## config.mk

```make
export PLATFORM = sky130hd
export DESIGN_NAME = load_result
export DESIGN_NICKNAME = d
export VERILOG_FILES = /design/src/hw/bus_pkg.sv /design/src/hw/load_result.sv
export VERILOG_INCLUDE_DIRS = /design/src /design/src/hw
export SDC_FILE = /design/constraint.sdc
export NUM_CORES = 1
export LEC_CHECK = 0
export ABC_CLOCK_PERIOD_IN_PS = 2600
export BUFFER_PORTS_ARGS = -buffer_cell sky130_fd_sc_hd__buf_2
export CAP_MARGIN = 10
export CORE_MARGIN = 3
export CORE_UTILIZATION = 43
export DETAILED_ROUTE_END_ITERATION = 6
export GPL_TIMING_DRIVEN = 0
export PLACE_DENSITY_LB_ADDON = 0.3
export SLEW_MARGIN = 20
export SYNTH_ARGS = -nofsm -noshare
export SYNTH_HDL_FRONTEND = slang
export SYNTH_SLANG_ARGS = --single-unit
```

## constraint.sdc

```tcl
create_clock -name vclk -period 2.6
set_clock_uncertainty 0.1 [all_clocks]
set_input_delay 0.52 -clock vclk [all_inputs]
set_output_delay 0.52 -clock vclk [all_outputs]
set_load 0.01 [all_outputs]
```

## src/hw/bus_consts.svh

```systemverilog
`ifndef BUS_CONSTS_SVH
`define BUS_CONSTS_SVH

// bus widths
`define BUS_ADDR_W   64
`define BUS_DATA_W   64

// on-chip ram, 32-bit words
`define RAM_WORD_W   32
`define RAM_WORDS    1024

// address map
`define RAM_BASE     64'h0000_0000_0000_1000
`define RAM_SIZE     64'd4096                 // bytes, RAM_WORDS * 4
`define KEY_ADDR     64'h0000_0000_0010_0000  // keyboard ascii register
`define UART_ADDR    64'h0000_0000_0010_0008  // console tx byte

// load type codes, bit 2 selects zero extension
`define RT_LB        3'b000
`define RT_LH        3'b001
`define RT_LW        3'b010
`define RT_LD        3'b011
`define RT_LBU       3'b100
`define RT_LHU       3'b101
`define RT_LWU       3'b110

// store type codes
`define WT_SB        3'b000
`define WT_SH        3'b001
`define WT_SW        3'b010
`define WT_SD        3'b011

`define KEY_IRQ_VEC  4'd1  // vector raised on a key press

`endif

```

## src/hw/bus_pkg.sv

```systemverilog
`include "bus_consts.svh"

package bus_pkg;

    // same 3-bit field carries load and store codes
    typedef logic [2:0] access_type_t;

    // one request from the core side, held stable until done
    typedef struct packed {
        logic [`BUS_ADDR_W-1:0] address;
        logic [`BUS_DATA_W-1:0] write_data;
        logic                   read_enable;   // one-cycle pulse
        logic                   write_enable;  // one-cycle pulse
        access_type_t           read_type;
        access_type_t           write_type;
    } bus_req_t;

    // at most one bit set, none set means unmapped
    typedef struct packed {
        logic ram;
        logic key;
        logic uart;
    } region_sel_t;

    // state of the last read, handed to the result formatter
    typedef struct packed {
        region_sel_t            src;        // where the read went
        access_type_t           read_type;
        logic [1:0]             offset;     // byte within the word
        logic [`BUS_DATA_W-1:0] raw;        // ram word(s), unshifted
    } load_capture_t;

    // execute sequencer
    typedef enum logic [1:0] {
        SEQ_IDLE,   // waiting, or doing a first beat
        SEQ_RD_HI,  // ld high word
        SEQ_WR_HI   // sd high word
    } seq_state_t;

endpackage

```

## src/hw/load_result.sv

```systemverilog
`timescale 1ns/1ps
`include "bus_consts.svh"

module load_result
    import bus_pkg::*;
(
    input  load_capture_t          capture,
    input  logic [7:0]             key_ascii,
    output logic [`BUS_DATA_W-1:0] read_data
);

    logic [`BUS_DATA_W-1:0] shifted;

    // requested byte lands at bit 0
    assign shifted = capture.raw >> {capture.offset, 3'b000};

    always_comb begin
        read_data = '0;  // unmapped and uart reads give zero
        if (capture.src.ram) begin
            case (capture.read_type)
                `RT_LB: begin
                    read_data = {{(`BUS_DATA_W-8){shifted[7]}}, shifted[7:0]};
                end
                `RT_LH: begin
                    read_data = {{(`BUS_DATA_W-16){shifted[15]}}, shifted[15:0]};
                end
                `RT_LW: begin
                    read_data = {{(`BUS_DATA_W-32){shifted[31]}}, shifted[31:0]};
                end
                `RT_LBU: read_data = {{(`BUS_DATA_W-8){1'b0}}, shifted[7:0]};
                `RT_LHU: read_data = {{(`BUS_DATA_W-16){1'b0}}, shifted[15:0]};
                `RT_LWU: read_data = {{(`BUS_DATA_W-32){1'b0}}, shifted[31:0]};
                `RT_LD:  read_data = capture.raw;  // both words, offset is zero
                default: read_data = '0;           // 3'b111 unused
            endcase
        end else if (capture.src.key) begin
            // key register is a plain byte for any load type
            read_data = {{(`BUS_DATA_W-8){1'b0}}, key_ascii};
        end
    end

endmodule

```

==> run metrics <==
crit share post-route=102%; pin count of the biggest net entering global routing=20; max-cap violations=0; CP max stage delay=360 ps; Lkg Pwr=1.54 nW; clock buffers=0; sequential area share after synthesis=0%; reported net switching power=about 0.29 mW; Rel. slew slack=between 60% and 70%; syn_nets=322; wire per inst=17.9 µm; DP Worst Slack=-281 ps; initial antenna violation count=0; status=finished with violations; Rows=23; total power draw=around 0.58 mW; detailed-route via count=2647; mapped cell area=1890 µm²; DRC viols=0; Setup crit start kind=input port; Logic pwr share=100.0%; Core Area=slightly above 4000 µm²; Largest delay share family, worst path=buffers and inverters; first-pass GRT wire length=11800 µm; power per cell area=194 nW/µm²; Die ar.=5240 µm²; CP most frequent cell=buf_2; Cell Int Power=~0.30 mW; port bufs=~140; Post-DP Area=2650 µm²; dpl hpwl=approximately 6000 µm; Avg Cell Area, Syn=about 7.8 µm²; initial drt markers=between 200 and 300; Hold WC Path Type=in -> out; unrepaired setup endpoints after global routing=true; DIE WIDTH=between 70 and 80 µm; Final Setup Violations=9; Critical Path RT=~2000 ps; ant diodes=0; Slew Limit Fails=0; Nets=470; Ys Warns=0; Clock power frac=0%; design area=around 3000 µm²; WS Path Type=in -> out; number of global-route vias before repair=2514; highest clock rate=376 MHz; min cycle time layout=2660 ps; Register Area=0 µm²; violated checks=setup timing; GR Overflow Total=0; Switching Fraction=49.0%; Synth-to-Final Area Change=59.0%; share of layout cells above drive strength 1=59.3%; Synth top area share=between 30% and 40%; GRT Total Usage=27.2%; CP Capture Type=primary output; critical-path cell list=buf_2 -> buf_4 -> nand2_1 -> buf_1 -> nor3b_1 -> a311oi_1 -> a21oi_1 -> buf_2; Post-DRT Antenna Nets=0; measured slew at the worst slew-check pin=about 570 ps; CP Max Fanout=10; CP max-delay cell=buf_1; Post-Syn Instances=242; post-synth top area cell=mux4_2; Starting Density=between 40% and 50%; Vias/cell=6.04; ranking of synthesized cells by area=mux4_2 38%, nand2_1 14%, a22oi_1 8.7%; worst vdd ir=roughly 0.11 mV; Yosys cell types=30; I/O Pins=144; final hold vios=0; PnR worst setup slack=-62.2 ps; Die H=about 72 µm; hold buffer count at cts=0; RePlAce Congestion=0.923; Worst Path Buf+Inv=4; WP data arrival=2040 ps; TritonRoute pass-1 iters=5; Routed Wire Length=7830 µm; share of power burned in registers=0%; number of sequential cells=0
-- per-layer routing --
metal  vias up  GRT usage (%)  wire [µm]
met1      1231           35.8       3030
met2       181           49.7       3880
met3        12           2.63        803
met4         0           3.28        105
li1       1223              -          -
met5         -              0          0
-- synth_stat cells --
cell type,instances
a21oi_1,28
a21oi_2,1
a221oi_1,3
a22o_1,7
a22oi_1,22
a311oi_1,1
a31oi_2,1
a32oi_1,1
and2_1,1
and3b_1,1
and4_4,1
buf_2,8
buf_4,1
buf_6,3
clkbuf_1,17
inv_1,3
mux2_2,4
mux2i_1,3
mux4_2,32
nand2_1,70
nand2_2,10
nand2b_1,2
nand3b_1,8
nor2_1,3
nor2b_1,5
nor3_1,1
nor3b_1,2
nor4b_1,1
o22ai_1,1
xor2_1,1
-- layout make-up --
cell class                 count  area (µm²)
buffer                        28         198
fill                         315        1100
timing repair buffer         147         896
inverter                       3        11.3
tap                           50        62.6
multi-input combinational    210        1850
-- worst min-delay path, stage by stage --
cell and delay (ps):
buf_2 70, nand2_1 50, nand2_2 60, buf_6 90
-- cells in the final DEF (no fill, tap or decap) --
cell | synthesis | final
nor4b_2 | 0 | 1
nand2b_4 | 0 | 1
nand2b_1 | 2 | 1
a22oi_1 | 22 | 22
nand3b_1 | 8 | 8
buf_2 | 8 | 121
clkbuf_2 | 0 | 8
buf_12 | 0 | 2
nor3_2 | 0 | 1
nand2_4 | 0 | 7
a21oi_4 | 0 | 1
clkbuf_16 | 0 | 1
buf_1 | 0 | 1
nand2_1 | 70 | 64
a221oi_2 | 0 | 2
o22ai_1 | 1 | 1
nor2_2 | 0 | 1
buf_4 | 1 | 11
and3b_1 | 1 | 1
mux4_2 | 32 | 32
mux2_2 | 4 | 2
nor2_1 | 3 | 2
nor3b_1 | 2 | 2
buf_6 | 3 | 22
and2_1 | 1 | 1
xor2_1 | 1 | 1
inv_1 | 3 | 3
a31oi_4 | 0 | 1
clkbuf_4 | 0 | 4
clkbuf_1 | 17 | 5
mux2_4 | 0 | 2
nor2b_1 | 5 | 5
a221oi_1 | 3 | 1
mux2i_1 | 3 | 3
a21oi_1 | 28 | 28
a32oi_1 | 1 | 1
and4_4 | 1 | 1
nand2_2 | 10 | 9
a311oi_1 | 1 | 1
a22o_1 | 7 | 7
-- stage by stage --
stage | util, % | instances | TNS [ps] | hold WS [ps]
after floorplan | - | 242 | 0 | 1050
after global placement | 64.5 | 431 | -6630 | 1220
after detailed placement | 64.5 | 431 | -7020 | 1210
after CTS | 69.3 | 435 | -10.4 | 1210
after global routing | 73.2 | 438 | -884 | 1230
final | 73.2 | 438 | -212 | 1210
-- path summary, 6_finish.rpt --
path	start	slack, ps	depth (start not counted)	endpoint
max	capture[67]	-60	8	read_data[31]
min	capture[62]	1210	4	read_data[62]
-- power by group through the flow --
stage	clock [mW]	sequential [mW]	combinational (mW)
2_1_floorplan	0	0	0.307
3_3_place_gp	0	0	0.494
3_5_place_dp	0	0	0.504
4_1_cts	0	0	0.546
5_1_grt	0	0	0.626
6_report	0	0	0.583
-- what timing repair did --
item,in CTS,in global routing
gates cloned,0,1
pin swaps,0,4
endpoints found under the setup margin,46,51
gates resized for setup,38,40
setup buffers,5,2
-- logic make-up after synthesis --
family / after synthesis / share of synthesized area, %
and+or+nand+nor: 105 / 26.2
AOI/OAI and AO/OA: 65 / 23.1
muxes: 39 / 42.0
buffers and inverters: 32 / 8.26
xor gates and xnor gates: 1 / 0.462
Power figures use the tool's default switching activity.
