===== src/hw/bus_consts.svh =====
`ifndef BUS_CONSTS_SVH
`define BUS_CONSTS_SVH

// bus widths
`define BUS_ADDR_W   64
`define BUS_DATA_W   64

// on-chip ram, 32-bit words
`define RAM_WORD_W   32
`define RAM_WORDS    1024

// address map
`define RAM_BASE     64'h0000_0000_0000_1000
`define RAM_SIZE     64'd4096                 // bytes, RAM_WORDS * 4
`define KEY_ADDR     64'h0000_0000_0010_0000  // keyboard ascii register
`define UART_ADDR    64'h0000_0000_0010_0008  // console tx byte

// load type codes, bit 2 selects zero extension
`define RT_LB        3'b000
`define RT_LH        3'b001
`define RT_LW        3'b010
`define RT_LD        3'b011
`define RT_LBU       3'b100
`define RT_LHU       3'b101
`define RT_LWU       3'b110

// store type codes
`define WT_SB        3'b000
`define WT_SH        3'b001
`define WT_SW        3'b010
`define WT_SD        3'b011

`define KEY_IRQ_VEC  4'd1  // vector raised on a key press

`endif


===== src/hw/bus_pkg.sv =====
`include "bus_consts.svh"

package bus_pkg;

    // same 3-bit field carries load and store codes
    typedef logic [2:0] access_type_t;

    // one request from the core side, held stable until done
    typedef struct packed {
        logic [`BUS_ADDR_W-1:0] address;
        logic [`BUS_DATA_W-1:0] write_data;
        logic                   read_enable;   // one-cycle pulse
        logic                   write_enable;  // one-cycle pulse
        access_type_t           read_type;
        access_type_t           write_type;
    } bus_req_t;

    // at most one bit set, none set means unmapped
    typedef struct packed {
        logic ram;
        logic key;
        logic uart;
    } region_sel_t;

    // state of the last read, handed to the result formatter
    typedef struct packed {
        region_sel_t            src;        // where the read went
        access_type_t           read_type;
        logic [1:0]             offset;     // byte within the word
        logic [`BUS_DATA_W-1:0] raw;        // ram word(s), unshifted
    } load_capture_t;

    // execute sequencer
    typedef enum logic [1:0] {
        SEQ_IDLE,   // waiting, or doing a first beat
        SEQ_RD_HI,  // ld high word
        SEQ_WR_HI   // sd high word
    } seq_state_t;

endpackage


===== src/hw/bus_decode.sv =====
`timescale 1ns/1ps
`include "bus_consts.svh"

module bus_decode
    import bus_pkg::*;
(
    input  logic [`BUS_ADDR_W-1:0] address,
    output region_sel_t            region
);

    logic in_ram_lo;
    logic in_ram_hi;

    // ram window is [RAM_BASE, RAM_BASE + RAM_SIZE)
    assign in_ram_lo = (address >= `RAM_BASE);
    assign in_ram_hi = (address < (`RAM_BASE + `RAM_SIZE));

    assign region.ram  = in_ram_lo && in_ram_hi;
    assign region.key  = (address == `KEY_ADDR);   // exact match only
    assign region.uart = (address == `UART_ADDR);  // exact match only

    // no bit set falls through as unmapped, execute still completes it

    // windows must never overlap, checked whenever the select moves
    a_region_onehot: assert property (@(region) $onehot0(region))
        else $error("bus_decode: more than one region selected (%b)", region);

endmodule


===== config.mk =====
export PLATFORM = sky130hd
export DESIGN_NAME = bus_decode
export DESIGN_NICKNAME = d
export VERILOG_FILES = /design/src/hw/bus_pkg.sv /design/src/hw/bus_decode.sv
export VERILOG_INCLUDE_DIRS = /design/src /design/src/hw
export SDC_FILE = /design/constraint.sdc
export NUM_CORES = 1
export LEC_CHECK = 0
export BUFFER_PORTS_ARGS = -buffer_cell sky130_fd_sc_hd__buf_2
export CELL_PAD_IN_SITES_DETAIL_PLACEMENT = 0
export CELL_PAD_IN_SITES_GLOBAL_PLACEMENT = 1
export CORE_UTILIZATION = 10
export DETAILED_ROUTE_END_ITERATION = 6
export GPL_TIMING_DRIVEN = 0
export PLACE_DENSITY = 0.95
export SLEW_MARGIN = 20
export SYNTH_ARGS = -nofsm -noshare
export SYNTH_HDL_FRONTEND = slang
export SYNTH_SLANG_ARGS = --single-unit

===== constraint.sdc =====
create_clock -name vclk -period 1.6
set_input_delay 0.32 -clock vclk [all_inputs]
set_output_delay 0.32 -clock vclk [all_outputs]
set_load 0.03 [all_outputs]

==> results of run 1 <==
worst min-delay path, delay by kind of cell:
kind / cells / cell delay, ns
buffers and inverters: 2 / 0.21
AND/OR/NAND/NOR: 1 / 0.17
power by group:
part,switching (mW),leakage (nW),internal [mW]
sequential,0,0,0
clock,0,0,0
combinational,0.0300,0.317,0.0637
synth_stat cells (all sizes together):
library cell / count
and3: 2
and3b: 1
and4: 1
and4b: 1
nand2: 1
nand4: 2
nor2: 1
nor3: 3
nor4: 12
nor4b: 1
or4: 1
logic make-up (layout without fill, tap and decap cells):
logic type	count (synthesis)	in the layout
buffers and inverters	0	67
and+or+nand+nor	26	26
routing by layer:
layer  up-vias  wire length, microns  track usage (%)
li1        254                     -                -
met1       211                   325             7.90
met2        57                   511             25.1
met3         0                   191            0.833
met4         0                     0                0
met5         -                     0                0
path summary, 6_finish.rpt:
check                   from   endpoint  slack, ns  cells past startpoint
hold / removal    address[3]  region[0]       1.02                      3
setup / recovery  address[2]  region[1]      -0.28                      6
layout make-up:
type / instances / share of cell area (%)
multi-input combinational: 26 / 35.7
timing repair buffer: 67 / 60.9
tap: 16 / 3.38
placed cells by master, fill, tap and decap left out, types with 2 or more instances in the layout:
master,Yosys,final
nor3_2,1,2
buf_6,0,4
nor4_2,0,2
buf_2,0,63
nand4_1,2,2
nor4_1,12,9
repair_timing:
item | 4_1_cts | 5_1_grt
cloned | 0 | 0
pin swaps | 0 | 2
hold endpoints to repair | 0 | 0
resized for setup | 6 | 7
endpoints found under the setup margin | 3 | 3
through the flow:
stage | worst slack [ns] | setup TNS [ns] | area (sq um) | util [%]
after CTS | -0.269 | -0.798 | 558 | 35.4
after global placement | -0.341 | -0.972 | 534 | 33.9
after global routing | -0.342 | -0.987 | 592 | 37.5
final | -0.283 | -0.788 | 592 | 37.5
after detailed placement | -0.345 | -0.999 | 534 | 33.9
after floorplan | -0.101 | -0.199 | 179 | -
==> qor.yml, run 1 <==
fin_crit_ns: 1.88
track_usage_pct: 10.0
synth-compound-area-share_pct: 0
drive_above_1_share_pct: 81.7
core_sq_mm: 0.00158
p_leak_nw: 0.317
synth_top_family_by_area: "simple AND/OR/NAND/NOR gates"
worst_pin_slew_ns: 0.262
flops_and_latches: 0
num_io_pins: 67
cp_slowest_cell: "or4_4"
grt_setup_unrepaired: "true"
cp_num_buf_inv: 2
grt_pass1_vias: 472
fmax_mhz: 531
initial_core_util_pct: 11.1
wire_per_inst_microns: 9.42
fillers: 169
dp.cells: 109
die_w_microns: 43.9
slew_violations: 0
finalNetCount: 159
antenna_found_initial: 0
max_stage_delay_ns: 0.52
syn_nets: 90
fin_cells: 109
relSlewSlack_pct: 82.3
wirelength_mm: 1.03
synth_xor_area_share_pct: 0
synth_area_leaders: "nor4_1 43%, and3_1 7.1%, nand4_1 7.1%, or4_4 6.4%, and4b_1 5.7%"
vias: 522
maxCapViolations: 0
postCtsSetupBuffers: 0
finalPower_uw: 93.6
clkbuf_count: 0
synthSimpleGateAreaFrac_pct: 100
cp_data_required_time_ns: 1.28
crit_path_end_kind: "primary output"
yosys_warnings: 0
ys_seq_area_share_pct: 0
setup_viol: 3
drt-vias-per-instance: 4.79
start_kind: "input port"
gp_congestion: 0.750
crit_chain: "buf_6 -> or4_4 -> nor3_2 -> and4_1 -> and3b_2 -> buf_6"
port-buffer-count: 67
crit_family: "simple AND/OR/NAND/NOR gates"
final_antenna_net_count: 0
chipHeight_microns: 43.9
critPathMaxFanout: 2
synth.avg_cell_area_sq_um: 6.74
diodes: 0
finalCritPeriodShare_pct: 118
fin_worst_hold_slack_ns: 1.02
synth_fa_ha_area_share_pct: 0
netlist.area_leader.share_pct: 42.9
yosys.area.top_type: "nor4_1"
syn-instance-count: 26
syn_to_final_growth_pct: 238
violations: "design-rule violations, negative setup slack"
path_common_cell: "buf_6"
critical_path_class: "in2out"
drt_iter0_drc: 9
ctsHoldBuffers: 0
drc: 2
multi_input_area_sq_um: 211
hp-class: "in2out"
dpl.hpwl_microns: 956
die-area_sq_mm: 0.00192
p_per_area_mw_per_mm2: 158
grt-ovfl-total: 0
grt_max_degree: 4
register_area_sq_um: 0
vdd_ir_drop_max_v: 0.0000498
first_pass_iters: 7
hold_viol_final: 0
syn-cell-area_sq_um: 175
rows: 14
synth.area.mux_share_pct: 0
status: "complete, but fails checks"
synth.distinct_cells: 12
timing.final.ws_setup_ns: -0.283
cp.arrival_ns: 1.56
grt_pass1_wl_mm: 1.52
(Power assumes the default switching activity.)
==> run 2: changes to the inputs <==
SLEW_MARGIN = not set   (was 20)
clock period = 1.9 ns   (was 1.6 ns; I/O delays follow)
==> run 2 against run 1 <==
- the run still ends with design-rule violations, negative setup slack left
- utilization increased by 3.0 points
- sequential cell count unchanged
- via count decreased by 0.77%
- first-iteration DRC count unchanged
- routed wire length increased by 11%
- power decreased by 3.4%
- die area unchanged
- non-clock buffer count unchanged
- highest routed layer unchanged
- count of clock-buffer cells in the layout unchanged
- worst hold slack improved by 0.13 ns
- final cell count unchanged
==> qor.yml, run 2 (synthesis results as in run 1) <==
clkPwrFrac_pct: 0  # unchanged
p_per_area_mw_per_mm2: 142  # -11%
track_usage_pct: 10.5  # +0.51 points
critPathMaxFanout: 2  # unchanged
grt_pass1_wl_mm: 1.53  # +0.86%
power_frac_comb_pct: 100.0  # about the same
cp.arrival_ns: 1.61  # +0.05 ns
register_area_sq_um: 0  # unchanged
initial_core_util_pct: 11.1  # unchanged
slew_violations: 0  # unchanged
power_frac_seq_pct: 0  # unchanged
p_sw_uw: 29.6  # -1.2%
hp-class: "in2out"
grt_setup_unrepaired: "true"
port-buffer-count: 67  # unchanged
maxCapViolations: 0  # unchanged
critical_path_class: "in2out"
dp.cells: 109  # unchanged
ctsHoldBuffers: 0  # unchanged
top_layer: "met3"
wl_met1_microns: 345  # +6.2%
p_int_uw: 60.9  # -4.4%
relSlewSlack_pct: 80.3  # -2.0 points
grt_max_degree: 4  # unchanged
num_io_pins: 67  # unchanged
min_delay_path_depth: 3  # unchanged
p_sw_share_pct: 32.7  # +0.72 points
die_w_microns: 43.9  # unchanged
drive_above_1_share_pct: 80.6  # -1.1 points
gp_congestion: 0.782  # +4.3%
flops_and_latches: 0  # unchanged
grt_pass1_vias: 418  # -11%
clkbuf_count: 0  # unchanged
finalNetCount: 159  # unchanged
fin_crit_ns: 1.99
postCtsSetupBuffers: 0  # unchanged
finalCritPeriodShare_pct: 105
p_leak_nw: 0.330  # +3.9%
place_ws_ns: -0.162  # +0.183 ns
chipHeight_microns: 43.9  # unchanged
vias: 518  # -0.77%
dr_wl_met2_microns: 579  # +13%
fmax_mhz: 503
first_pass_iters: 7  # unchanged
fin_cells: 109  # unchanged
crit_path_end_kind: "primary output"
finalPower_uw: 90.5  # -3.4%
met3WireLength_microns: 219  # +15%
antenna_found_initial: 0  # unchanged
final_core_utilization_pct: 40.6  # +3.0 points
min_to: "region[0]"
hold_viol_final: 0  # unchanged
diodes: 0  # unchanged
grt-ovfl-total: 0  # unchanged
status: "complete, but fails checks"
drt-vias-per-instance: 4.75  # -0.77%
rows: 14  # unchanged
violations: "design-rule violations, negative setup slack"
wire_per_inst_microns: 10.5  # +11%
final_cell_mix: "58 x buf_2, 9 x buf_6, 8 x nor4_1"
setup_viol: 2  # -1
mostFrequentLayoutCell: "buf_2"
drc: 7  # +5
wirelength_mm: 1.14  # +11%
final_antenna_net_count: 0  # unchanged
drt_iter0_drc: 9  # unchanged
die-area_sq_mm: 0.00192  # unchanged
vdd_ir_drop_max_v: 0.0000441  # -11%
worst_pin_slew_ns: 0.292  # +0.0299 ns
core_sq_mm: 0.00158  # unchanged
start_kind: "input port"
hp-start: "address[3]"
syn_to_final_growth_pct: 265
cp_data_required_time_ns: 1.52  # +0.24 ns
timing.final.ws_setup_ns: -0.0885  # +0.195 ns
## run 2: metrics by stage
| stage | cell area (sq um) | setup TNS (ns) | hold slack [ns] |
|---|---|---|---|
| floorplan | 175 | 0 | 0.987 |
| global placement | 531 | -0.432 | 1.18 |
| detailed placement | 531 | -0.465 | 1.18 |
| CTS | 633 | -0.215 | 1.15 |
| global route | 639 | -0.404 | 1.16 |
| finish | 639 | -0.160 | 1.15 |
## run 2: worst max-delay path by stage
stage / endpoint / slack (ns) / cells past startpoint / start
2_1_floorplan: region[1] / 0.01 / 4 / address[2]
3_3_place_gp: region[0] / -0.15 / 6 / address[2]
3_5_place_dp: region[0] / -0.16 / 6 / address[2]
4_1_cts: region[1] / -0.10 / 6 / address[2]
5_1_grt: region[1] / -0.16 / 6 / address[2]
6_report: region[1] / -0.09 / 6 / address[2]
## run 2: worst max-delay path, stage by stage
cell	delay, ns
buf_6	0.09
or4_4	0.52
nor3_2	0.11
and4_1	0.20
and3b_1	0.19
buf_6	0.13
## run 2: what timing repair did
| action | in CTS | in global routing |
|---|---|---|
| pin swaps | 4 | 2 |
| hold endpoints to repair | 0 | 0 |
| setup endpoints to repair | 3 | 3 |
| gates resized for setup | 19 | 1 |
## run 2: power groups by stage
stage	clock [mW]	sequential (mW)	combinational, mW
floorplan	0	0	0.00776
CTS	0	0	0.0890
global placement	0	0	0.0716
global route	0	0	0.0984
finish	0	0	0.0905
detailed placement	0	0	0.0737
## run 2: area by class of cell
class,instances,area (sq um)
fill,158,937
timing repair buffer,67,392
multi-input combinational,26,228
tap,16,20.0
## run 2: per-layer routing
layer	global-route usage [%]	vias up
li1	-	256
met1	10.1	204
met2	24.8	58
met3	0	0
met4	0	0
met5	0	-
==> run 3: changes to the inputs <==
==> constraint.sdc (replaced) <==
create_clock -name vclk -period 1.9
set_input_delay 0.095 -clock vclk [all_inputs]
set_output_delay 0.095 -clock vclk [all_outputs]
set_load 0.03 [all_outputs]
==> run 3 against run 2 <==
- the run ends with design-rule violations left
- critical endpoint unchanged
- sequential share of layout area unchanged
- utilization down 6.9 points
- global-route usage down 1.2 points
- sequential cell count is the same
- design area down 17%
- critical path depth stayed put
- first-iteration DRC count did not move
- power fell by 19%
- maximum frequency increased by 35%
- critical path type unchanged
==> qor.yml, run 3 (synthesis results as in run 1) <==
status: "complete, but fails checks"
violations: "design-rule violations"
grt_pass1_vias: 387  # -7.4%
timing.final.ws_setup_ns: 0.426  # +0.514 ns
clkPwrFrac_pct: 0  # unchanged
p_sw_share_pct: 30.1  # -2.6 points
grt_setup_unrepaired: "false"
critical_path_class: "in2out"
die-area_sq_mm: 0.00192  # unchanged
final_antenna_net_count: 0  # unchanged
hp-class: "in2out"
fin_worst_hold_slack_ns: 0.598  # -0.550 ns
vdd_ir_drop_max_v: 0.0000426  # -3.4%
min_delay_path_depth: 3  # unchanged
final_cell_mix: "67 x buf_2, 12 x nor4_1, 2 x nand4_1, 2 x nor3_1, 2 x and3_1"
drive_above_1_share_pct: 74.2  # -6.5 points
finalNetCount: 159  # unchanged
vias: 503  # -2.9%
initial_core_util_pct: 11.1  # unchanged
endpoint: "region[1]"
start_kind: "input port"
track_usage_pct: 9.32  # -1.2 points
maxCapViolations: 0  # unchanged
syn_to_final_growth_pct: 203
register_area_sq_um: 0  # unchanged
fin_crit_ns: 1.47  # -0.514 ns
slew_violations: 0  # unchanged
p_sw_uw: 22.0  # -26%
mostFrequentLayoutCell: "buf_2"
wire_per_inst_microns: 9.11  # -13%
diodes: 0  # unchanged
fmax_mhz: 678  # +35%
flops_and_latches: 0  # unchanged
finalSetupTns_ns: 0  # +0.160 ns
ctsHoldBuffers: 0  # unchanged
gp_congestion: 0.782  # unchanged
final_cell_area_sq_um: 531  # -17%
power_frac_seq_pct: 0  # unchanged
grt_max_degree: 4  # unchanged
grt_pass1_wl_mm: 1.39  # -9.5%
cp.arrival_ns: 1.38  # -0.23 ns
setup_viol: 0  # -2
wirelength_microns: 993  # -13%
postPlaceCellArea_sq_um: 531  # unchanged
finalCritPeriodShare_pct: 77.6  # -27 points
place_ws_ns: 0.408  # +0.570 ns
final_core_utilization_pct: 33.7  # -6.9 points
startpoint: "address[2]"
drc: 7  # unchanged
worst_pin_slew_ns: 0.314  # +0.0225 ns
postCtsSetupBuffers: 0  # unchanged
drt-vias-per-instance: 4.61  # -2.9%
hold_viol_final: 0  # unchanged
grt-ovfl-total: 0  # unchanged
chipHeight_microns: 43.9  # unchanged
rows: 14  # unchanged
p_int_uw: 50.9  # -16%
drt_iter0_drc: 9  # unchanged
die_w_microns: 43.9  # unchanged
power_frac_comb_pct: 100.0  # about the same
port-buffer-count: 67  # unchanged
num_io_pins: 67  # unchanged
crit_path_end_kind: "primary output"
first_pass_iters: 7  # unchanged
clkbuf_count: 0  # unchanged
relSlewSlack_pct: 78.9  # -1.4 points
core_sq_mm: 0.00158  # unchanged
p_per_area_mw_per_mm2: 137  # -2.9%
cp_data_required_time_ns: 1.80  # +0.28 ns
fillers: 167  # +5.7%
p_leak_nw: 0.312  # -5.3%
antenna_found_initial: 0  # unchanged
critPathMaxFanout: 2  # unchanged
cts_resized: 0  # -19
[run 3: cell count changes in the layout (fill, tap and decap cells not counted)]
cell | previous run | this run
buf_2 | 58 | 67
buf_6 | 9 | 0
nor4_1 | 8 | 12
nor4_2 | 2 | 0
nor4_4 | 2 | 0
and3_1 | 1 | 2
and3_4 | 1 | 0
nor3_1 | 1 | 2
nor3_2 | 2 | 1
[run 3: worst min-delay path by stage]
stage / endpoint / start / slack (ns)
global placement: region[0] / address[3] / 0.61
detailed placement: region[0] / address[3] / 0.61
finish: region[0] / address[3] / 0.60
floorplan: region[0] / address[3] / 0.42
CTS: region[1] / address[3] / 0.61
global route: region[0] / address[3] / 0.61
[run 3: power groups by stage]
stage | clock, mW | sequential [mW] | combinational (mW)
global placement | 0 | 0 | 0.0716
finish | 0 | 0 | 0.0729
floorplan | 0 | 0 | 0.00776
global route | 0 | 0 | 0.0811
detailed placement | 0 | 0 | 0.0737
CTS | 0 | 0 | 0.0740
[run 3: critical path, cell delays in order]
cell and delay (ns):
buf_2 0.10, or4_4 0.52, nor3_2 0.11, and4_1 0.20, and3b_1 0.16, buf_2 0.20
[run 3: layer usage]
| layer | global-route usage (%) | part of all wire (%) | wire length, microns |
|---|---|---|---|
| met1 | 9.14 | 33 | 331 |
| met2 | 21.8 | 46 | 459 |
| met3 | 0 | 20 | 202 |
| met4 | 0 | 0 | 0 |
| met5 | 0 | 0 | 0 |
[run 3: area by class of cell]
type | instances | area, sq um | share of cell area [%]
multi-input combinational | 26 | 175 | 33.0
timing repair buffer | 67 | 335 | 63.2
tap | 16 | 20.0 | 3.77
[run 3: metrics by stage]
step / total power [mW] / instances
2_1_floorplan: 0.00776 / 26
3_3_place_gp: 0.0716 / 109
3_5_place_dp: 0.0737 / 109
4_1_cts: 0.0740 / 109
5_1_grt: 0.0811 / 109
6_report: 0.0729 / 109
