### src/hw/bus_consts.svh
`ifndef BUS_CONSTS_SVH
`define BUS_CONSTS_SVH

// bus widths
`define BUS_ADDR_W   64
`define BUS_DATA_W   64

// on-chip ram, 32-bit words
`define RAM_WORD_W   32
`define RAM_WORDS    1024

// address map
`define RAM_BASE     64'h0000_0000_0000_1000
`define RAM_SIZE     64'd4096                 // bytes, RAM_WORDS * 4
`define KEY_ADDR     64'h0000_0000_0010_0000  // keyboard ascii register
`define UART_ADDR    64'h0000_0000_0010_0008  // console tx byte

// load type codes, bit 2 selects zero extension
`define RT_LB        3'b000
`define RT_LH        3'b001
`define RT_LW        3'b010
`define RT_LD        3'b011
`define RT_LBU       3'b100
`define RT_LHU       3'b101
`define RT_LWU       3'b110

// store type codes
`define WT_SB        3'b000
`define WT_SH        3'b001
`define WT_SW        3'b010
`define WT_SD        3'b011

`define KEY_IRQ_VEC  4'd1  // vector raised on a key press

`endif

### src/hw/console_io.sv
`timescale 1ns/1ps
`include "bus_consts.svh"

module console_io (
    input  logic       CLOCK_50,
    input  logic       KEY0,
    input  logic [7:0] ascii,
    input  logic       key_pressed,
    input  logic       interrupt_ack,
    input  logic       uart_write,
    input  logic [7:0] write_byte,
    output logic [7:0] key_ascii,
    output logic [3:0] interrupt_vector,
    output logic       uart_strobe,
    output logic [7:0] uart_data
);

    logic key_pressed_d;  // last cycle's level
    logic press_edge;

    // new press with a printable code, ascii zero is a non-character key
    assign press_edge = key_pressed && !key_pressed_d && (ascii != 8'd0);

    always_ff @(posedge CLOCK_50 or negedge KEY0) begin
        if (!KEY0) begin
            key_pressed_d    <= 1'b0;
            key_ascii        <= 8'd0;
            interrupt_vector <= 4'd0;
            uart_strobe      <= 1'b0;
        end else begin
            key_pressed_d <= key_pressed;
            uart_strobe   <= uart_write;  // high the one cycle after E0

            // ack first, so a press in the same cycle still raises the vector
            if (interrupt_ack) begin
                interrupt_vector <= 4'd0;
            end
            if (press_edge) begin
                key_ascii        <= ascii;  // held until the next press
                interrupt_vector <= `KEY_IRQ_VEC;
            end
        end
    end

    // tx byte rides with the strobe
    always_ff @(posedge CLOCK_50) begin
        if (uart_write) begin
            uart_data <= write_byte;
        end
    end

    // strobe comes from a one-cycle enable, so it never stretches
    a_strobe_single: assert property (@(posedge CLOCK_50) disable iff (!KEY0)
        uart_strobe |=> !uart_strobe)
        else $error("console_io: uart_strobe held for more than one cycle");

endmodule

### config.mk
export PLATFORM = sky130hd
export DESIGN_NAME = console_io
export DESIGN_NICKNAME = d
export VERILOG_FILES = /design/src/hw/console_io.sv
export VERILOG_INCLUDE_DIRS = /design/src /design/src/hw
export SDC_FILE = /design/constraint.sdc
export NUM_CORES = 1
export LEC_CHECK = 0
export ABC_AREA = 1
export BUFFER_PORTS_ARGS = -buffer_cell sky130_fd_sc_hd__buf_2
export CAP_MARGIN = 15
export CORE_MARGIN = 2
export CORE_UTILIZATION = 37
export CTS_CLUSTER_DIAMETER = 200
export DETAILED_ROUTE_END_ITERATION = 8
export PLACE_DENSITY = 0.78
export SLEW_MARGIN = 20
export SYNTH_ARGS = -nofsm -noshare
export SYNTH_HDL_FRONTEND = slang
export SYNTH_SLANG_ARGS = --single-unit
### constraint.sdc
create_clock -name CLOCK_50 -period 0.95 [get_ports CLOCK_50]
set_clock_uncertainty 0.1 [all_clocks]
set_input_delay 0.19 -clock CLOCK_50 [delete_from_list [all_inputs] [get_ports CLOCK_50]]
set_output_delay 0.19 -clock CLOCK_50 [all_outputs]
set_load 0.02 [all_outputs]
==> metrics.yaml, run 1 <==
status:
  status: "finished, violations left"
  violations: "setup timing"
worst_setup_path:
  r2r-start: "key_pressed_d$_DFF_PN0_"
  crit_path_start_kind: "register"
  cp_cell_sequence: "buf_6"
  slowest_stage: "dfrtp_1"
  required_ns: 0.66
  reg2regPathDepth: 4
  r2r_slack_ns: -0.12
  worstReg2RegEnd: "key_ascii[3]$_DFFE_PN0P_"
  critPathMaxStageDelay_ns: 0.41
  cp.arrival_ns: 0.84
  cp_max_fo: 2
  crit_family: "flip-flops"
  crit_buf_inv: 1
  cp.depth: 1
  endpoint_kind: "output port"
  cp-startpoint: "key_ascii[1]$_DFFE_PN0P_"
  criticalPathCategory: "register to output port"
  endpoint: "key_ascii[1]"
synth:
  ys_types: 13
  ys_async_sr_fraction_pct: 57.9
  synth_edf_count: 8
  ys.flop_type: "dfrtp_1"
  ys_warn_count: 0
  synth_top_area_cell: "dfrtp_1"
  syn-mean-instance-area_sq_um: 11.3
  ys_seq_elements: 19
  syn_inst: 65
  yosysTopAreaCellShare_pct: 37.4
  yosys-top-cells-count: "nand2_1 (20), dfrtp_1 (11), edfxtp_1 (8), nand3_1 (8), inv_1 (5)"
  synth_most_common_cell: "nand2_1"
  ys_seq_area_share_pct: 70.1
  synth.cell_area_sq_um: 736
  synth.area.top_cells: "dfrtp_1 (37%), edfxtp_1 (33%), nand2_1 (10%)"
timing:
  finalSetupViolCount: 27
  fmax_mhz: 887
  period_minus_slack_ns: 1.13
  rsz0062_at_grt: "true"
  post-route-period-util_pct: 119
  fin_tns_setup_ns: -3.64
  slew_violations: 0
  hold_violations: 0
  setup_slack_ns: -0.177
global_routing:
  grt_max_degree: 12
  antenna_found_initial: 0
  grt_usage_pct: 13.3
  grt_pass1_wl_um: 2460
  grt_pass1_vias: 618
  grt_overflow_total: 0
clocking:
  cts_tree: "done"
  numCtsBuffers: 3
  clock_sinks: 19
  clk_latency_ns: 0.27
  cts-root-buf: "clkbuf_4"
  h-tree-depth: 1
  cts_max_path_buffers: 2
  clk_pin_slew_ns: 0.10
placement:
  io_buffers: 38
  pre_cts_slack_ns: -0.186
  globalplace.congestion: 0.737
power:
  peakVddDrop_mv: 0.830
  p_sw_mw: 0.499
  p_sw_share_pct: 27.1
  p_comb_share_pct: 26.2
  pwr_density_cell_mw_per_mm2: 1460
  internal_power_mw: 1.35
  pwr-share-clk_pct: 20.7
  leakage_nw: 0.618
  p_seq_share_pct: 53.1
  total_power_mw: 1.85
drt:
  viasPerCell: 4.26
  vias: 652
  drt_iter0_markers: 6
  wl_met1_um: 622
  wl_per_cell_um: 9.78
  drtAntennaViolNets: 0
  first_pass_iters: 2
  route.met3.wl_um: 126
  drc: 0
  routed_wl_um: 1500
  route.top_layer_used: "met3"
  route.met2.wl_um: 749
layout:
  diodes: 0
  finalNetCount: 148
  drive_gt1_share_pct: 48.4
  area_delta_synth_final_pct: 71.8
job:
  drv_cap: 0
floorplan:
  die_x_um: 48.6
  ios: 42
  die_height_um: 48.6
  std_cell_rows: 16
  start_util_pct: 38.3
  core_sq_mm: 0.00192
  dieArea_sq_mm: 0.00236
worst_hold_path:
  hold-path-cell-count: 1
  min_from: "uart_write"
  hold_class: "primary input to register"
==> sequential cells by signal (all words and copies together), names as in the netlist <==
| signal | flops |
|---|---|
| key_ascii | 8 |
| uart_data | 8 |
| interrupt_vector | 1 |
| key_pressed_d | 1 |
| uart_strobe | 1 |
==> cell type report <==
cell class,instances,area [sq um]
sequential,19,515
multi-input combinational,41,239
tap,27,33.8
fill,166,658
inverter,5,18.8
timing repair buffer,57,430
clock buffer,4,26.3
==> power groups by stage <==
stage               clock network [mW]  logic (mW)  registers [mW]
floorplan                            0      0.0850            1.09
global placement                     0       0.329           0.985
detailed placement                   0       0.334           0.987
CTS                              0.397       0.452           0.981
global route                     0.430       0.521           0.990
finish                           0.381       0.484           0.980
==> how the worst min path moves through the flow <==
stage                                            to
finish                        uart_strobe$_DFF_PN0_
global route                  uart_strobe$_DFF_PN0_
CTS                           uart_strobe$_DFF_PN0_
detailed placement         key_ascii[2]$_DFFE_PN0P_
global placement           key_ascii[0]$_DFFE_PN0P_
floorplan           interrupt_vector[0]$_DFFE_PN0P_
==> cells by family after synthesis <==
kind of cell           share of synthesized area (%)
flip-flops                                      70.1
other                                          0.510
AO/OA/AOI/OAI                                   2.89
buffers and inverters                           5.61
AND/OR/NAND/NOR                                 20.9
==> cells in the final DEF (no fill, tap or decap), types with 4 or more instances in the layout <==
cell type      instances
nor2_1                 4
buf_2                 28
dlygate4sd3_1         11
nand3_2                6
buf_6                 12
inv_1                  5
buf_4                  6
nand2_1               19
edfxtp_1               8
dfrtp_1               11
==> per-layer routing <==
metal	vias to the layer above	global-route usage, %
li1	329	-
met5	-	0
met1	293	15.1
met3	0	4.01
met2	30	23.4
met4	0	5.71
==> stage by stage <==
stage / hold slack [ns] / area (sq um) / util, % / instances
finish: 0.0130 / 1260 / 65.8 / 153
global route: 0.00759 / 1260 / 65.8 / 153
CTS: 0.00877 / 1190 / 62.0 / 150
detailed placement: -0.0246 / 967 / 50.3 / 132
global placement: -0.0263 / 967 / 50.3 / 132
floorplan: -0.206 / 743 / - / 67
==> repair_timing <==
action / CTS / global route
gates resized for setup: 21 / 10
hold endpoints to repair: 21 / 0
cloned: 0 / 1
setup buffers: 3 / 2
pin swaps: 0 / 7
hold buffers: 11 / 0
endpoints found under the setup margin: 26 / 27
Note: power is estimated with default switching activity, not from simulation.
==> run 2: changes to the inputs <==
==> constraint.sdc (replaced) <==
create_clock -name CLOCK_50 -period 0.95 [get_ports CLOCK_50]
set_clock_uncertainty 0.1 [all_clocks]
set_input_delay 0.1425 -clock CLOCK_50 [delete_from_list [all_inputs] [get_ports CLOCK_50]]
set_output_delay 0.1425 -clock CLOCK_50 [all_outputs]
set_load 0.02 [all_outputs]
==> metrics.yaml, run 2 (same netlist as run 1, synthesis figures left out) <==
layout:
  final_cell_mix: "buf_2 (28), nand2_1 (20), dlygate4sd3_1 (13), dfrtp_1 (11), buf_6 (11)"
  area_delta_synth_final_pct: 67.3
  final_common_cell: "buf_2"
  finalNetCount: 149  # +0.68%
  diodes: 0  # unchanged
  final_core_util_pct: 64.1  # -1.7 points
  drive_gt1_share_pct: 41.7  # -6.7 points
  top_regs: "key_ascii: 8 flops, uart_data: 8 flops"
worst_hold_path:
  min_from: "ascii[1]"
  hold_class: "primary input to register"
  min_to: "key_ascii[1]$_DFFE_PN0P_"
  hold-path-cell-count: 3  # +2
global_routing:
  grt_pass1_vias: 644  # +4.2%
  grt_max_degree: 12  # unchanged
  antenna_found_initial: 0  # unchanged
  grt_pass1_wl_um: 2560  # +3.9%
  grt_usage_pct: 13.8  # +0.48 points
  grt_overflow_total: 0  # unchanged
drt:
  drc: 0  # unchanged
  first_pass_iters: 4  # +2
  viasPerCell: 4.29  # +0.57%
  routed_wl_um: 1440  # -3.9%
  vias: 660  # +1.2%
  drt_iter0_markers: 4  # -2
  wl_per_cell_um: 9.34  # -4.5%
  drtAntennaViolNets: 0  # unchanged
power:
  p_comb_share_pct: 25.7  # -0.5 points
  internal_power_mw: 1.34  # -0.18%
  peakVddDrop_mv: 0.781  # -5.8%
  pwr-share-clk_pct: 20.8  # about the same
  p_seq_share_pct: 53.5  # +0.4 points
  p_sw_share_pct: 26.6  # -0.41 points
  leakage_nw: 0.617  # -0.17%
  pwr_density_cell_mw_per_mm2: 1490  # +1.9%
  p_sw_mw: 0.488  # -2.2%
status:
  violations: "setup timing"
  status: "finished, violations left"
clocking:
  cts_max_path_buffers: 2  # unchanged
  cts-root-buf: "clkbuf_4"
  clk_latency_ns: 0.28  # about the same
  clock_sinks: 19  # unchanged
  numCtsBuffers: 3  # unchanged
  clk_pin_slew_ns: 0.10  # about the same
  cts_tree: "done"
  h-tree-depth: 1  # unchanged
placement:
  dp_hpwl_um: 1130
  globalplace.congestion: 0.736  # -0.14%
  io_buffers: 38  # unchanged
timing:
  rsz0062_at_grt: "true"
  fmax_mhz: 927  # +4.4%
  setup_slack_ns: -0.129  # +0.0478 ns
  post-route-period-util_pct: 114  # -5.0 points
  hold_violations: 0  # unchanged
  timing.hold.ws_ns: 0.00823  # -0.00481 ns
  fin_tns_setup_ns: -2.30  # +1.34 ns
  finalSetupViolCount: 26  # -3.7%
  period_minus_slack_ns: 1.08  # -0.0478 ns
  slew_violations: 0  # unchanged
worst_setup_path:
  reg2regPathDepth: 4  # unchanged
  required_ns: 0.71  # +0.05 ns
  criticalPathCategory: "register to output port"
  r2r-start: "key_pressed_d$_DFF_PN0_"
  cp_max_fo: 2  # unchanged
  cp_cell_sequence: "buf_6"
  critPathMaxStageDelay_ns: 0.41  # about the same
  r2r_slack_ns: -0.06  # +0.06 ns
  endpoint_kind: "output port"
  slowest_stage: "dfrtp_1"
  crit_buf_inv: 1  # unchanged
  crit_family: "flip-flops"
  crit_path_start_kind: "register"
  worstReg2RegEnd: "key_ascii[5]$_DFFE_PN0P_"
  cp.arrival_ns: 0.84  # about the same
floorplan:
  start_util_pct: 38.3  # unchanged
  ios: 42  # unchanged
  die_height_um: 48.6  # unchanged
  std_cell_rows: 16  # unchanged
  dieArea_sq_mm: 0.00236  # unchanged
  die_x_um: 48.6  # unchanged
  core_sq_mm: 0.00192  # unchanged
job:
  drv_cap: 0  # unchanged
run 2: cell types whose count changed in the layout (fill, tap and decap cells not counted):
cell           delta
nand3_1           +6
nand3_2           -6
dlygate4sd3_1     +2
buf_4             +1
buf_6             -1
nand2_1           +1
nand2_2           -1
o21ai_4           -1
run 2: timing repair:
| item | 4_1_cts | 5_1_grt |
|---|---|---|
| buffers inserted | 2 | 3 |
| hold endpoints to repair | 23 | 0 |
| setup endpoints to repair | 26 | 27 |
| resized for setup | 21 | 1 |
| hold buffers | 13 | 0 |
run 2: power groups by stage:
stage | logic, mW | registers, mW | clock network [mW]
after floorplan | 0.0850 | 1.09 | 0
after global routing | 0.509 | 0.989 | 0.436
after detailed placement | 0.334 | 0.987 | 0
after CTS | 0.450 | 0.982 | 0.396
final | 0.470 | 0.980 | 0.382
after global placement | 0.329 | 0.985 | 0
run 2: tightest hold or removal path, delay by kind of cell:
family,cells,cell delay (ns)
simple gates,2,0.13
buf+inv,1,0.10
run 2: worst max-delay path by stage:
stage                                         from                         endpoint  slack (ns)  depth (start not counted)
after floorplan            key_pressed_d$_DFF_PN0_         key_ascii[0]$_DFFE_PN0P_       -0.04                          4
after global placement                    ascii[1]  interrupt_vector[0]$_DFFE_PN0P_       -0.11                          5
after detailed placement                  ascii[5]         key_ascii[2]$_DFFE_PN0P_       -0.16                          7
after CTS                 key_ascii[1]$_DFFE_PN0P_                     key_ascii[1]       -0.14                          1
after global routing      key_ascii[2]$_DFFE_PN0P_                     key_ascii[2]       -0.17                          1
final                     key_ascii[1]$_DFFE_PN0P_                     key_ascii[1]       -0.13                          1
run 2: final cells by class:
cell class | count | area, sq um
repair buffers | 59 | 447
well taps | 27 | 33.8
inverters | 5 | 18.8
multi-input cells | 40 | 190
flip-flops and latches | 19 | 515
clock buffers | 4 | 26.3
fillers | 168 | 691
run 2: per-stage QoR:
step / area, sq um / cells / total power [mW] / worst slack [ns]
floorplan: 743 / 67 / 1.17 / -0.0378
global placement: 967 / 132 / 1.31 / -0.110
detailed placement: 967 / 132 / 1.32 / -0.164
CTS: 1200 / 151 / 1.83 / -0.137
global route: 1230 / 154 / 1.93 / -0.170
finish: 1230 / 154 / 1.83 / -0.129
run 2: layer usage:
layer / vias to the layer above / GRT usage, % / wire, um
met2: 32 / 23.8 / 725
met4: 0 / 5.71 / 0
met1: 298 / 16.7 / 598
met5: - / 0 / 0
li1: 330 / - / -
met3: 0 / 3.09 / 115
==> run 3: changes to the inputs <==
--- a/config.mk
+++ b/config.mk
@@ -9,7 +9,7 @@
 export ABC_AREA = 1
 export BUFFER_PORTS_ARGS = -buffer_cell sky130_fd_sc_hd__buf_2
 export CAP_MARGIN = 15
-export CORE_MARGIN = 2
+export CORE_MARGIN = 3
 export CORE_UTILIZATION = 37
 export CTS_CLUSTER_DIAMETER = 200
 export DETAILED_ROUTE_END_ITERATION = 8
==> metrics.yaml, run 3 (same netlist as run 1, synthesis figures left out) <==
timing:
  post-route-period-util_pct: 114  # +0.73 points
  rsz0062_at_grt: "true"
  hold_violations: 0  # unchanged
  period_minus_slack_ns: 1.09  # +0.00697 ns
  slew_violations: 0  # unchanged
  finalSetupViolCount: 26  # unchanged
  fin_tns_setup_ns: -2.62  # -0.323 ns
  setup_slack_ns: -0.136  # -0.00697 ns
  fmax_mhz: 921  # -0.64%
  timing.hold.ws_ns: 0.0119  # +0.00364 ns
global_routing:
  grt_pass1_wl_um: 3190  # +25%
  grt_usage_pct: 16.6  # +2.8 points
  grt_pass1_vias: 705  # +9.5%
  grt_max_degree: 12  # unchanged
  grt_overflow_total: 0  # unchanged
  antenna_found_initial: 0  # unchanged
clocking:
  clk_pin_slew_ns: 0.10  # about the same
  h-tree-depth: 1  # unchanged
  cts_max_path_buffers: 2  # unchanged
  numCtsBuffers: 3  # unchanged
  clk_latency_ns: 0.29  # about the same
  cts-root-buf: "clkbuf_4"
  cts_tree: "done"
  clock_sinks: 19  # unchanged
power:
  peakVddDrop_mv: 0.874  # +12%
  pwr_density_cell_mw_per_mm2: 1490  # +0.14%
  leakage_nw: 0.626  # +1.4%
worst_setup_path:
  crit_path_start_kind: "register"
  cp_cell_sequence: "buf_6"
  critPathMaxStageDelay_ns: 0.42  # about the same
  required_ns: 0.71  # about the same
  slowest_stage: "dfrtp_1"
  cp.arrival_ns: 0.84  # about the same
  worstReg2RegEnd: "key_ascii[6]$_DFFE_PN0P_"
  r2r-start: "key_pressed_d$_DFF_PN0_"
  criticalPathCategory: "register to output port"
  endpoint_kind: "output port"
  cp-startpoint: "key_ascii[4]$_DFFE_PN0P_"
  r2r_slack_ns: -0.08  # -0.02 ns
  crit_family: "flip-flops"
  reg2regPathDepth: 4  # unchanged
  cp_max_fo: 2  # unchanged
  crit_buf_inv: 1  # unchanged
layout:
  final_cells: 152  # -1.3%
  area_delta_synth_final_pct: 70.1
  diodes: 0  # unchanged
  multi_input_area_sq_um: 190  # unchanged
  final_cell_mix: "buf_2 (25), nand2_1 (20), dlygate4sd3_1 (14), buf_6 (14), dfrtp_1 (11)"
  ff_latch_area_sq_um: 515  # unchanged
  top_regs: "key_ascii: 8 flops, uart_data: 8 flops"
  fillers: 136  # -19%
  drive_gt1_share_pct: 41.7  # unchanged
  final_common_cell: "buf_2"
  final_area_sq_mm: 0.00125  # +1.6%
  finalNetCount: 149  # unchanged
drt:
  drt_iter0_markers: 3  # -1
  vias: 676  # +2.4%
  drc: 0  # unchanged
  first_pass_iters: 3  # -1
  routed_wl_um: 1810  # +26%
  viasPerCell: 4.45  # +3.8%
  wl_per_cell_um: 11.9  # +28%
  drtAntennaViolNets: 0  # unchanged
worst_hold_path:
  hold-path-cell-count: 3  # unchanged
  min_from: "ascii[4]"
  min_to: "key_ascii[4]$_DFFE_PN0P_"
  hold_class: "primary input to register"
placement:
  io_buffers: 38  # unchanged
  globalplace.congestion: 0.743  # +0.98%
  pre_cts_slack_ns: -0.184  # -0.0209 ns
  post_dp_cell_area_sq_um: 957  # -1.0%
  dp.cells: 129  # -2.3%
  dp_hpwl_um: 1320  # +16%
floorplan:
  std_cell_rows: 15  # -1
  ios: 42  # unchanged
  core_sq_mm: 0.00180  # -6.2%
  dieArea_sq_mm: 0.00256  # +8.4%
  die_x_um: 50.6  # +4.1%
  start_util_pct: 40.8  # +2.6 points
  die_height_um: 50.6  # +4.1%
status:
  violations: "setup timing"
  status: "finished, violations left"
job:
  drv_cap: 0  # unchanged
[run 3: cell count changes in the layout (fill, tap and decap cells not counted)]
| cell | previous run | this run |
|---|---|---|
| buf_2 | 28 | 25 |
| buf_4 | 7 | 6 |
| clkinv_2 | 0 | 1 |
| dlygate4sd3_1 | 13 | 14 |
| buf_6 | 11 | 14 |
| clkbuf_1 | 1 | 0 |
[run 3: layer usage]
metal	part of all wire, %	up-vias	global-route usage (%)	routed length (um)
li1	-	329	-	-
met1	36	305	18.1	648
met2	52	38	29.3	946
met3	10	4	4.75	189
met4	1.6	0	8.07	29
met5	0	-	0	0
[run 3: area by class of cell]
cell class / count / share of cell area, %
Clock buffer: 3 / 1.80
Clock inverter: 1 / 0.400
Inverter: 5 / 1.50
Multi-Input combinational cell: 40 / 15.2
Sequential cell: 19 / 41.2
Tap cell: 25 / 2.50
Timing Repair Buffer: 59 / 37.4
[run 3: metrics by stage]
step / util, % / power, mW
after floorplan: - / 1.17
after global placement: 53.1 / 1.31
after detailed placement: 53.1 / 1.32
after CTS: 67.3 / 1.86
after global routing: 69.4 / 1.98
final: 69.4 / 1.86
[run 3: where the power goes]
group | internal, mW | switching [mW] | leakage, nW
registers | 0.938 | 0.0458 | 0.213
logic | 0.253 | 0.235 | 0.395
clock network | 0.156 | 0.235 | 0.0177
[run 3: what timing repair did]
action / CTS / global route
resized for setup: 23 / 5
pin swaps: 0 / 1
hold endpoints to repair: 24 / 0
hold buffers: 14 / 0
setup buffers: 2 / 3
endpoints found under the setup margin: 26 / 27
[run 3: worst max-delay path by stage]
stage / cells after the start / end
final: 1 / key_ascii[4]
after floorplan: 4 / key_ascii[0]$_DFFE_PN0P_
after global routing: 1 / key_ascii[2]
after global placement: 5 / interrupt_vector[0]$_DFFE_PN0P_
after detailed placement: 5 / interrupt_vector[0]$_DFFE_PN0P_
after CTS: 1 / key_ascii[4]
